`config.mk`:
```
export PLATFORM = sky130hd
export DESIGN_NAME = camera_core
export DESIGN_NICKNAME = d
export VERILOG_FILES = /design/src/hw/cam_pkg.sv /design/src/hw/pix_stream_if.sv /design/src/hw/camera_core.sv /design/src/hw/line_buffer.sv /design/src/hw/pixel_capture.sv /design/src/hw/video_formatter.sv
export VERILOG_INCLUDE_DIRS = /design/src /design/src/hw
export SDC_FILE = /design/constraint.sdc
export NUM_CORES = 1
export LEC_CHECK = 0
export ABC_AREA = 1
export BUFFER_PORTS_ARGS = -buffer_cell sky130_fd_sc_hd__buf_2
export CORE_AREA = 4 4 166 168
export CTS_CLUSTER_SIZE = 16
export DETAILED_ROUTE_END_ITERATION = 12
export DIE_AREA = 0 0 170 172
export MAX_ROUTING_LAYER = met4
export PLACE_DENSITY = 0.76
export SETUP_SLACK_MARGIN = 0.1
export SLEW_MARGIN = 25
export SYNTH_ARGS = -nofsm -noshare
export SYNTH_HDL_FRONTEND = slang
export SYNTH_SLANG_ARGS = --single-unit
export TNS_END_PERCENT = 30
```
`constraint.sdc`:
```
create_clock -name clk -period 3.78 [get_ports clk]
set_input_delay 0.189 -clock clk [delete_from_list [all_inputs] [get_ports clk]]
set_output_delay 0.189 -clock clk [all_outputs]
set_load 0.005 [all_outputs]
```
`src/hw/cam_macros.svh`:
```
`ifndef CAM_MACROS_SVH
`define CAM_MACROS_SVH

// sensor channels presented each sample period
`define CAM_CHANNELS 4

// frame geometry in packed words
`define CAM_LINE_WORDS 8
`define CAM_FRAME_LINES 4

// line buffer entries, also the credits held by capture after reset
// power of two, the buffer pointers wrap on it
`define CAM_FIFO_DEPTH 8

// idle cycles on the output after every line
`define CAM_HBLANK 3

`endif

```
`src/hw/cam_pkg.sv`:
```
package cam_pkg;

    // raw sensor sample
    typedef logic [9:0] sample_t;

    // windowed pixel
    typedef logic [7:0] pix_byte_t;

    // four pixels, channel 0 in the low byte
    typedef logic [31:0] pix_word_t;

    // window select
    // 0 takes bits 9:2, 1 takes 8:1, 2 and 3 take 7:0
    typedef logic [1:0] gain_t;

    // credit count, must reach the full buffer depth
    typedef logic [3:0] credit_t;

    // output formatter states
    typedef enum logic [1:0] {
        FMT_IDLE,
        FMT_LINE,
        FMT_BLANK
    } fmt_state_t;

endpackage

```
`src/hw/pix_stream_if.sv`:
```
interface pix_stream_if
    import cam_pkg::*;
();

    // one pulse per word
    logic      push;
    pix_word_t word;

    // frame and line marks travelling with the word
    logic      sof;
    logic      eol;
    logic      eof;

    // flows back against the words, one pulse per credit
    logic      credit;

    modport sender (
        output push,
        output word,
        output sof,
        output eol,
        output eof,
        input  credit
    );

    modport receiver (
        input  push,
        input  word,
        input  sof,
        input  eol,
        input  eof,
        output credit
    );

endinterface

```
`src/hw/camera_core.sv`:
```
`include "cam_macros.svh"

module camera_core
    import cam_pkg::*;
(
    input  logic      clk,
    input  logic      rst_n,
    input  logic      sensor_valid,
    input  sample_t   samples [`CAM_CHANNELS],
    input  gain_t     gain,
    input  logic      out_ready,
    output logic      sensor_ready,
    output logic      out_valid,
    output pix_word_t out_data,
    output logic      lval,
    output logic      fval
);

    // capture to buffer, credits flow back
    pix_stream_if cap_to_buf ();

    // buffer head to formatter, credit used as the pop request
    pix_stream_if buf_to_fmt ();

    pixel_capture i_pixel_capture (
        .clk          (clk),
        .rst_n        (rst_n),
        .sensor_valid (sensor_valid),
        .samples      (samples),
        .gain         (gain),
        .sensor_ready (sensor_ready),
        .tx           (cap_to_buf.sender)
    );

    line_buffer i_line_buffer (
        .clk   (clk),
        .rst_n (rst_n),
        .rx    (cap_to_buf.receiver),
        .tx    (buf_to_fmt.sender)
    );

    video_formatter i_video_formatter (
        .clk       (clk),
        .rst_n     (rst_n),
        .out_ready (out_ready),
        .rx        (buf_to_fmt.receiver),
        .out_valid (out_valid),
        .out_data  (out_data),
        .lval      (lval),
        .fval      (fval)
    );

endmodule

```
`src/hw/line_buffer.sv`:
```
`include "cam_macros.svh"

module line_buffer
    import cam_pkg::*;
(
    input  logic           clk,
    input  logic           rst_n,
    pix_stream_if.receiver rx,
    pix_stream_if.sender   tx
);

    localparam int AW = $clog2(`CAM_FIFO_DEPTH);

    // pointers carry one wrap bit above the index
    logic [AW:0] wr_ptr;
    logic [AW:0] rd_ptr;
    logic        empty;
    logic        pop;
    logic [2:0]  head_marks;

    pix_word_t   word_mem [`CAM_FIFO_DEPTH];
    // {sof, eol, eof} per entry
    logic [2:0]  mark_mem [`CAM_FIFO_DEPTH];

    assign empty = (wr_ptr == rd_ptr);

    // downstream credit is the formatter asking for the head
    assign pop = tx.credit && !empty;

    // no full check here, the capture credits keep pushes within depth
    always_ff @(posedge clk)
    begin
        if (rx.push)
        begin
            word_mem[wr_ptr[AW-1:0]] <= rx.word;
            mark_mem[wr_ptr[AW-1:0]] <= {rx.sof, rx.eol, rx.eof};
        end
    end

    always_ff @(posedge clk)
    begin
        if (!rst_n)
        begin
            wr_ptr <= '0;
            rd_ptr <= '0;
        end
        else
        begin
            if (rx.push)
            begin
                wr_ptr <= wr_ptr + 1'b1;
            end
            if (pop)
            begin
                rd_ptr <= rd_ptr + 1'b1;
            end
        end
    end

    assign head_marks = mark_mem[rd_ptr[AW-1:0]];

    // push downstream means the head entry is valid
    assign tx.push = !empty;
    assign tx.word = word_mem[rd_ptr[AW-1:0]];
    assign tx.sof  = head_marks[2];
    assign tx.eol  = head_marks[1];
    assign tx.eof  = head_marks[0];

    // every pop frees one entry, hand it back to capture
    assign rx.credit = pop;

endmodule

```
`src/hw/pixel_capture.sv`:
```
`include "cam_macros.svh"

module pixel_capture
    import cam_pkg::*;
(
    input  logic         clk,
    input  logic         rst_n,
    input  logic         sensor_valid,
    input  sample_t      samples [`CAM_CHANNELS],
    input  gain_t        gain,
    output logic         sensor_ready,
    pix_stream_if.sender tx
);

    localparam int COL_W = $clog2(`CAM_LINE_WORDS);
    localparam int ROW_W = $clog2(`CAM_FRAME_LINES);
    localparam int BYTE_W = $bits(pix_byte_t);

    // a credit is spent when the set is accepted, the push follows a cycle later
    credit_t          credits;
    logic             accept;
    pix_word_t        next_word;
    logic [COL_W-1:0] col_q;
    logic [ROW_W-1:0] row_q;
    logic             last_col;
    logic             last_row;

    logic             push_q;
    pix_word_t        word_q;
    logic             sof_q;
    logic             eol_q;
    logic             eof_q;

    function automatic pix_byte_t gain_window(sample_t s, gain_t g);
        pix_byte_t b;
        case (g)
            2'd0:    b = s[9:2];
            2'd1:    b = s[8:1];
            default: b = s[7:0];
        endcase
        return b;
    endfunction

    assign sensor_ready = (credits != '0);
    assign accept       = sensor_valid && sensor_ready;

    always_comb
    begin
        next_word = '0;
        for (int i = 0; i < `CAM_CHANNELS; i++)
        begin
            next_word[i*BYTE_W +: BYTE_W] = gain_window(samples[i], gain);
        end
    end

    always_ff @(posedge clk)
    begin
        if (!rst_n)
        begin
            credits <= credit_t'(`CAM_FIFO_DEPTH);
        end
        else
        begin
            credits <= credits + credit_t'(tx.credit) - credit_t'(accept);
        end
    end

    assign last_col = (col_q == COL_W'(`CAM_LINE_WORDS - 1));
    assign last_row = (row_q == ROW_W'(`CAM_FRAME_LINES - 1));

    // column and row position of the next accepted set
    always_ff @(posedge clk)
    begin
        if (!rst_n)
        begin
            col_q <= '0;
            row_q <= '0;
        end
        else if (accept)
        begin
            if (last_col)
            begin
                col_q <= '0;
                row_q <= last_row ? '0 : row_q + 1'b1;
            end
            else
            begin
                col_q <= col_q + 1'b1;
            end
        end
    end

    always_ff @(posedge clk)
    begin
        if (!rst_n)
        begin
            push_q <= 1'b0;
        end
        else
        begin
            push_q <= accept;
        end
    end

    // word and marks, only looked at while push_q is high
    always_ff @(posedge clk)
    begin
        if (accept)
        begin
            word_q <= next_word;
            sof_q  <= (col_q == '0) && (row_q == '0);
            eol_q  <= last_col;
            eof_q  <= last_col && last_row;
        end
    end

    assign tx.push = push_q;
    assign tx.word = word_q;
    assign tx.sof  = sof_q;
    assign tx.eol  = eol_q;
    assign tx.eof  = eof_q;

endmodule

```
`src/hw/video_formatter.sv`:
```
`include "cam_macros.svh"

module video_formatter
    import cam_pkg::*;
(
    input  logic           clk,
    input  logic           rst_n,
    input  logic           out_ready,
    pix_stream_if.receiver rx,
    output logic           out_valid,
    output pix_word_t      out_data,
    output logic           lval,
    output logic           fval
);

    localparam int BW = $clog2(`CAM_HBLANK + 1);

    fmt_state_t    state;
    logic [BW-1:0] blank_cnt;
    logic          cur_eol;
    logic          cur_eof;
    logic          xfer;
    logic          can_take;
    logic          in_gap;
    logic          pop;

    assign xfer = out_valid && out_ready;

    // register is free, or leaving now and not the end of a line
    assign can_take = !out_valid || (out_ready && !cur_eol);

    // last blank cycle may already pop, so the word lands right after the gap
    assign in_gap = (state == FMT_BLANK) && (blank_cnt != '0);

    assign pop = rx.push && can_take && !in_gap;

    // pop request goes back to the buffer
    assign rx.credit = pop;

    assign lval = (state == FMT_LINE);

    always_ff @(posedge clk)
    begin
        if (!rst_n)
        begin
            state     <= FMT_IDLE;
            blank_cnt <= '0;
            out_valid <= 1'b0;
            fval      <= 1'b0;
        end
        else
        begin
            if (pop)
            begin
                out_valid <= 1'b1;
            end
            else if (xfer)
            begin
                out_valid <= 1'b0;
            end

            // high from the sof word until the eof word has gone
            if (pop && rx.sof)
            begin
                fval <= 1'b1;
            end
            else if (xfer && cur_eof)
            begin
                fval <= 1'b0;
            end

            case (state)
                FMT_IDLE:
                begin
                    if (pop)
                    begin
                        state <= FMT_LINE;
                    end
                end
                FMT_LINE:
                begin
                    if (xfer && cur_eol)
                    begin
                        state     <= FMT_BLANK;
                        blank_cnt <= BW'(`CAM_HBLANK - 1);
                    end
                end
                FMT_BLANK:
                begin
                    if (blank_cnt != '0)
                    begin
                        blank_cnt <= blank_cnt - 1'b1;
                    end
                    else
                    begin
                        state <= pop ? FMT_LINE : FMT_IDLE;
                    end
                end
                default:
                begin
                    state <= FMT_IDLE;
                end
            endcase
        end
    end

    // output word and its marks
    always_ff @(posedge clk)
    begin
        if (pop)
        begin
            out_data <= rx.word;
            cur_eol  <= rx.eol;
            cur_eof  <= rx.eof;
        end
    end

endmodule

```
==> metrics <==
compound-gate portion of the synthesized area 10.18%; IO Pins 82; type of origin of the critical path register; Power Internal 8.310 mW; post-route ant nets 0; Final nets 1348; DRC errors left 0; Via Count 9627; RSZ-0062 raised after global routing no; register area share after synthesis 74.19%; area of the multi-input gates 0.003371 mm2; fin crit share 67.26%; worst hold path type input port to register; initial antenna violation count 0; dpl hpwl 17.84 mm; Syn Area/Cell 12.38 um2; combinational power share 22.4%; Final Hold Vio Count 0; final clock skew 0.01340 ns; Synth Warn # 0; Critical Path End Type register; first-pass GRT wire length 50.35 mm; H-tree depth 2; Critical Path AT 2.93 ns; peak supply drop 0.3852 mV; core area 0.02591 mm2; vias per cell 5.831; Post-Synth XOR/XNOR Area 0.1769%; Root Buffer Master clkbuf_16; Cell Area, Synth 0.01486 mm2; DRT iter0 DRCs 815; Pleak 6.124 nW; Simple-Gate Fraction of Synth Area 10.63%; Final Max Tran Viols 0; Finish-stage setup viols 0; mux cell area share after synthesis 0%; row count 59; critical setup path kind register to register; Synth Register Bits 376; actual slew at the worst max-slew pin 0.9835 ns; Die ar. 0.02924 mm2; final global-route overflow total 0; Adder-Cell Fraction of Synth Area 1.230%; Sw Share 30.53%; Die Y 172 um; Worst EP required 4.17 ns; total routed wirelength 32.39 mm; most frequent cells in the layout edfxtp_1, nor2_1, nand2_1, o21ai_0, buf_2; power share of the clock group 30.7%; ANT cells 0; DR WL/cell 19.62 um; Post-CTS Resized 0; worst skew pair latency 0.51 ns; Reg area 0.01103 mm2; TritonCTS clock tree built; largest net degree at the start of global routing 100; Post-Syn Nets 1260; Cell Pwr Density 706.0 mW/mm2; Netlist cell types 31; switching power total 3.653 mW; Worst slew margin 34.43%; CTS clock-pin slew for the worst setup and hold paths 0.06 ns; vias in the first global route 9399; Detailed Routing Iterations Pass 1 5; Achievable Freq 393.3 MHz; crit-path max FO 45; clock sinks 376; layout cell share with drive strength beyond 1 13.75%; largest family of logic cells by synthesized area simple AND/OR/NAND/NOR gates; total power 11.96 mW; outcome finished, final reports clean; Fillers 1795; placer congestion estimate 0.8024; most common cell after layout, fill and taps aside edfxtp_1; number of I/O port buffers 81; Setup TNS 0 ns; Reg2Reg Depth 12; min Tclk post-route 2.543 ns; Max clock buf depth 3; Max Cap Violations 0; Hold Path Stages 3; gr usage total 22.79%; Post-Syn Instances 1200; Sequential Power Share 46.9%; Die Wd 170 um; Starting Density 57.33%; area grow syn2layout 14.06%; CTS buffer count 37
## what timing repair did
item                                   4_1_cts  5_1_grt
endpoints found under the hold margin        7        0
buffers inserted                             0        0
hold buffers                                 7        0
## cells in the mapped netlist
library cell | n | area, um2
edfxtp_1 | 349 | 10480
nor2_1 | 203 | 762.0
nand2_1 | 177 | 664.4
o21ai_0 | 140 | 700.7
inv_1 | 62 | 232.7
a21oi_1 | 49 | 245.2
a31oi_1 | 34 | 212.7
clkbuf_1 | 33 | 123.9
dfxtp_1 | 27 | 540.5
nand3_1 | 20 | 100.1
buf_2 | 16 | 80.08
o21ai_1 | 15 | 75.07
ha_1 | 13 | 162.7
o211ai_1 | 13 | 97.59
o221ai_1 | 12 | 105.1
a22oi_1 | 7 | 52.55
buf_1 | 6 | 22.52
buf_4 | 6 | 45.04
nand2_2 | 3 | 18.77
buf_6 | 2 | 22.52
inv_2 | 2 | 7.510
xor2_1 | 2 | 17.52
a211oi_1 | 1 | 7.510
a21o_1 | 1 | 7.510
a21oi_2 | 1 | 8.760
fa_1 | 1 | 20.02
nand2_4 | 1 | 11.26
nor2_2 | 1 | 6.260
nor2_4 | 1 | 11.26
nor3_1 | 1 | 5.000
xnor2_1 | 1 | 8.760
## registers in the layout, indices dropped and copies added (netlist names), named ones only
signal,flops
i_video_formatter.cur_eof,1
i_video_formatter.out_valid,1
i_video_formatter.blank_cnt,2
i_video_formatter.state,2
i_line_buffer.rd_ptr,4
i_pixel_capture.tx.eof,1
i_line_buffer.word_mem,256
i_line_buffer.mark_mem,24
i_pixel_capture.row_q,2
i_pixel_capture.col_q,3
i_line_buffer.wr_ptr,4
i_video_formatter.cur_eol,1
i_pixel_capture.tx.word,32
i_video_formatter.fval,1
i_pixel_capture.tx.eol,1
i_pixel_capture.credits,4
i_video_formatter.out_data,32
i_pixel_capture.tx.sof,1
i_pixel_capture.tx.push,1
## final timing paths
path	from	endpoint	slack, ns
worst max-delay path	i_line_buffer.rd_ptr[0]$_SDFFE_PN0P_	i_pixel_capture.credits[2]$_SDFF_PN0_	1.24
worst min-delay path	samples[12]	i_pixel_capture.tx.word[16]$_DFFE_PP_	0.01
worst max register to register	i_line_buffer.rd_ptr[0]$_SDFFE_PN0P_	i_pixel_capture.credits[2]$_SDFF_PN0_	1.24
worst min register to register	i_line_buffer.wr_ptr[3]$_SDFFE_PN0P_	i_line_buffer.wr_ptr[3]$_SDFFE_PN0P_	0.48
## routing by layer
layer / up-vias / GRT usage [%] / part of all wire [%]
li1: 4430 / - / -
met1: 4621 / 30.21 / 40
met2: 491 / 36.01 / 48
met3: 85 / 4.047 / 9.0
met4: 0 / 8.333 / 2.8
met5: - / - / 0
## cell type report
type / count / area share (%)
clock buffer: 45 / 6.011
sequential: 376 / 65.07
timing repair buffer: 112 / 3.869
clock inverter: 22 / 1.255
inverter: 64 / 1.425
tap: 335 / 2.474
multi-input combinational: 697 / 19.89
## metrics by stage
step	hold WS [ns]	cell area, um2	worst slack (ns)	utilization (%)	instances
6_report	0.01419	16940	1.237	65.39	1651
5_1_grt	0.01336	16940	1.054	65.39	1651
4_1_cts	0.008150	16940	1.261	65.39	1651
3_5_place_dp	0.4641	15640	1.263	60.37	1577
3_3_place_gp	0.4580	15640	1.342	60.37	1577
2_1_floorplan	0.3274	14860	1.077	-	1200
## logic make-up (layout without fill, tap and decap cells)
group	Yosys count	in the layout
adder cells (fa/ha/maj)	14	14
AO/OA/AOI/OAI	273	273
AND/OR/NAND/NOR	407	407
XOR/XNOR	3	3
flip-flops	376	376
buffers and inverters	127	243
## power by group through the flow
| stage | Combinational (mW) | Sequential [mW] | Clock, mW |
|---|---|---|---|
| after floorplan | 1.82 | 5.57 | 0 |
| after global placement | 2.58 | 5.68 | 0 |
| after detailed placement | 2.67 | 5.69 | 0 |
| after CTS | 2.69 | 5.61 | 3.71 |
| after global routing | 3.03 | 5.66 | 3.90 |
| final | 2.68 | 5.61 | 3.68 |
## critical path, cell delays in order (launching register included)
cell,delay [ns]
dfxtp_4,0.35
buf_4,0.40
nand2_1,0.13
nand2_2,0.10
nor2_4,0.05
nand2_2,0.11
nand2_4,0.08
ha_1,0.28
inv_1,0.04
ha_1,0.21
fa_1,0.42
xnor2_1,0.20
nor2_1,0.06
Power figures use the tool's default switching activity.
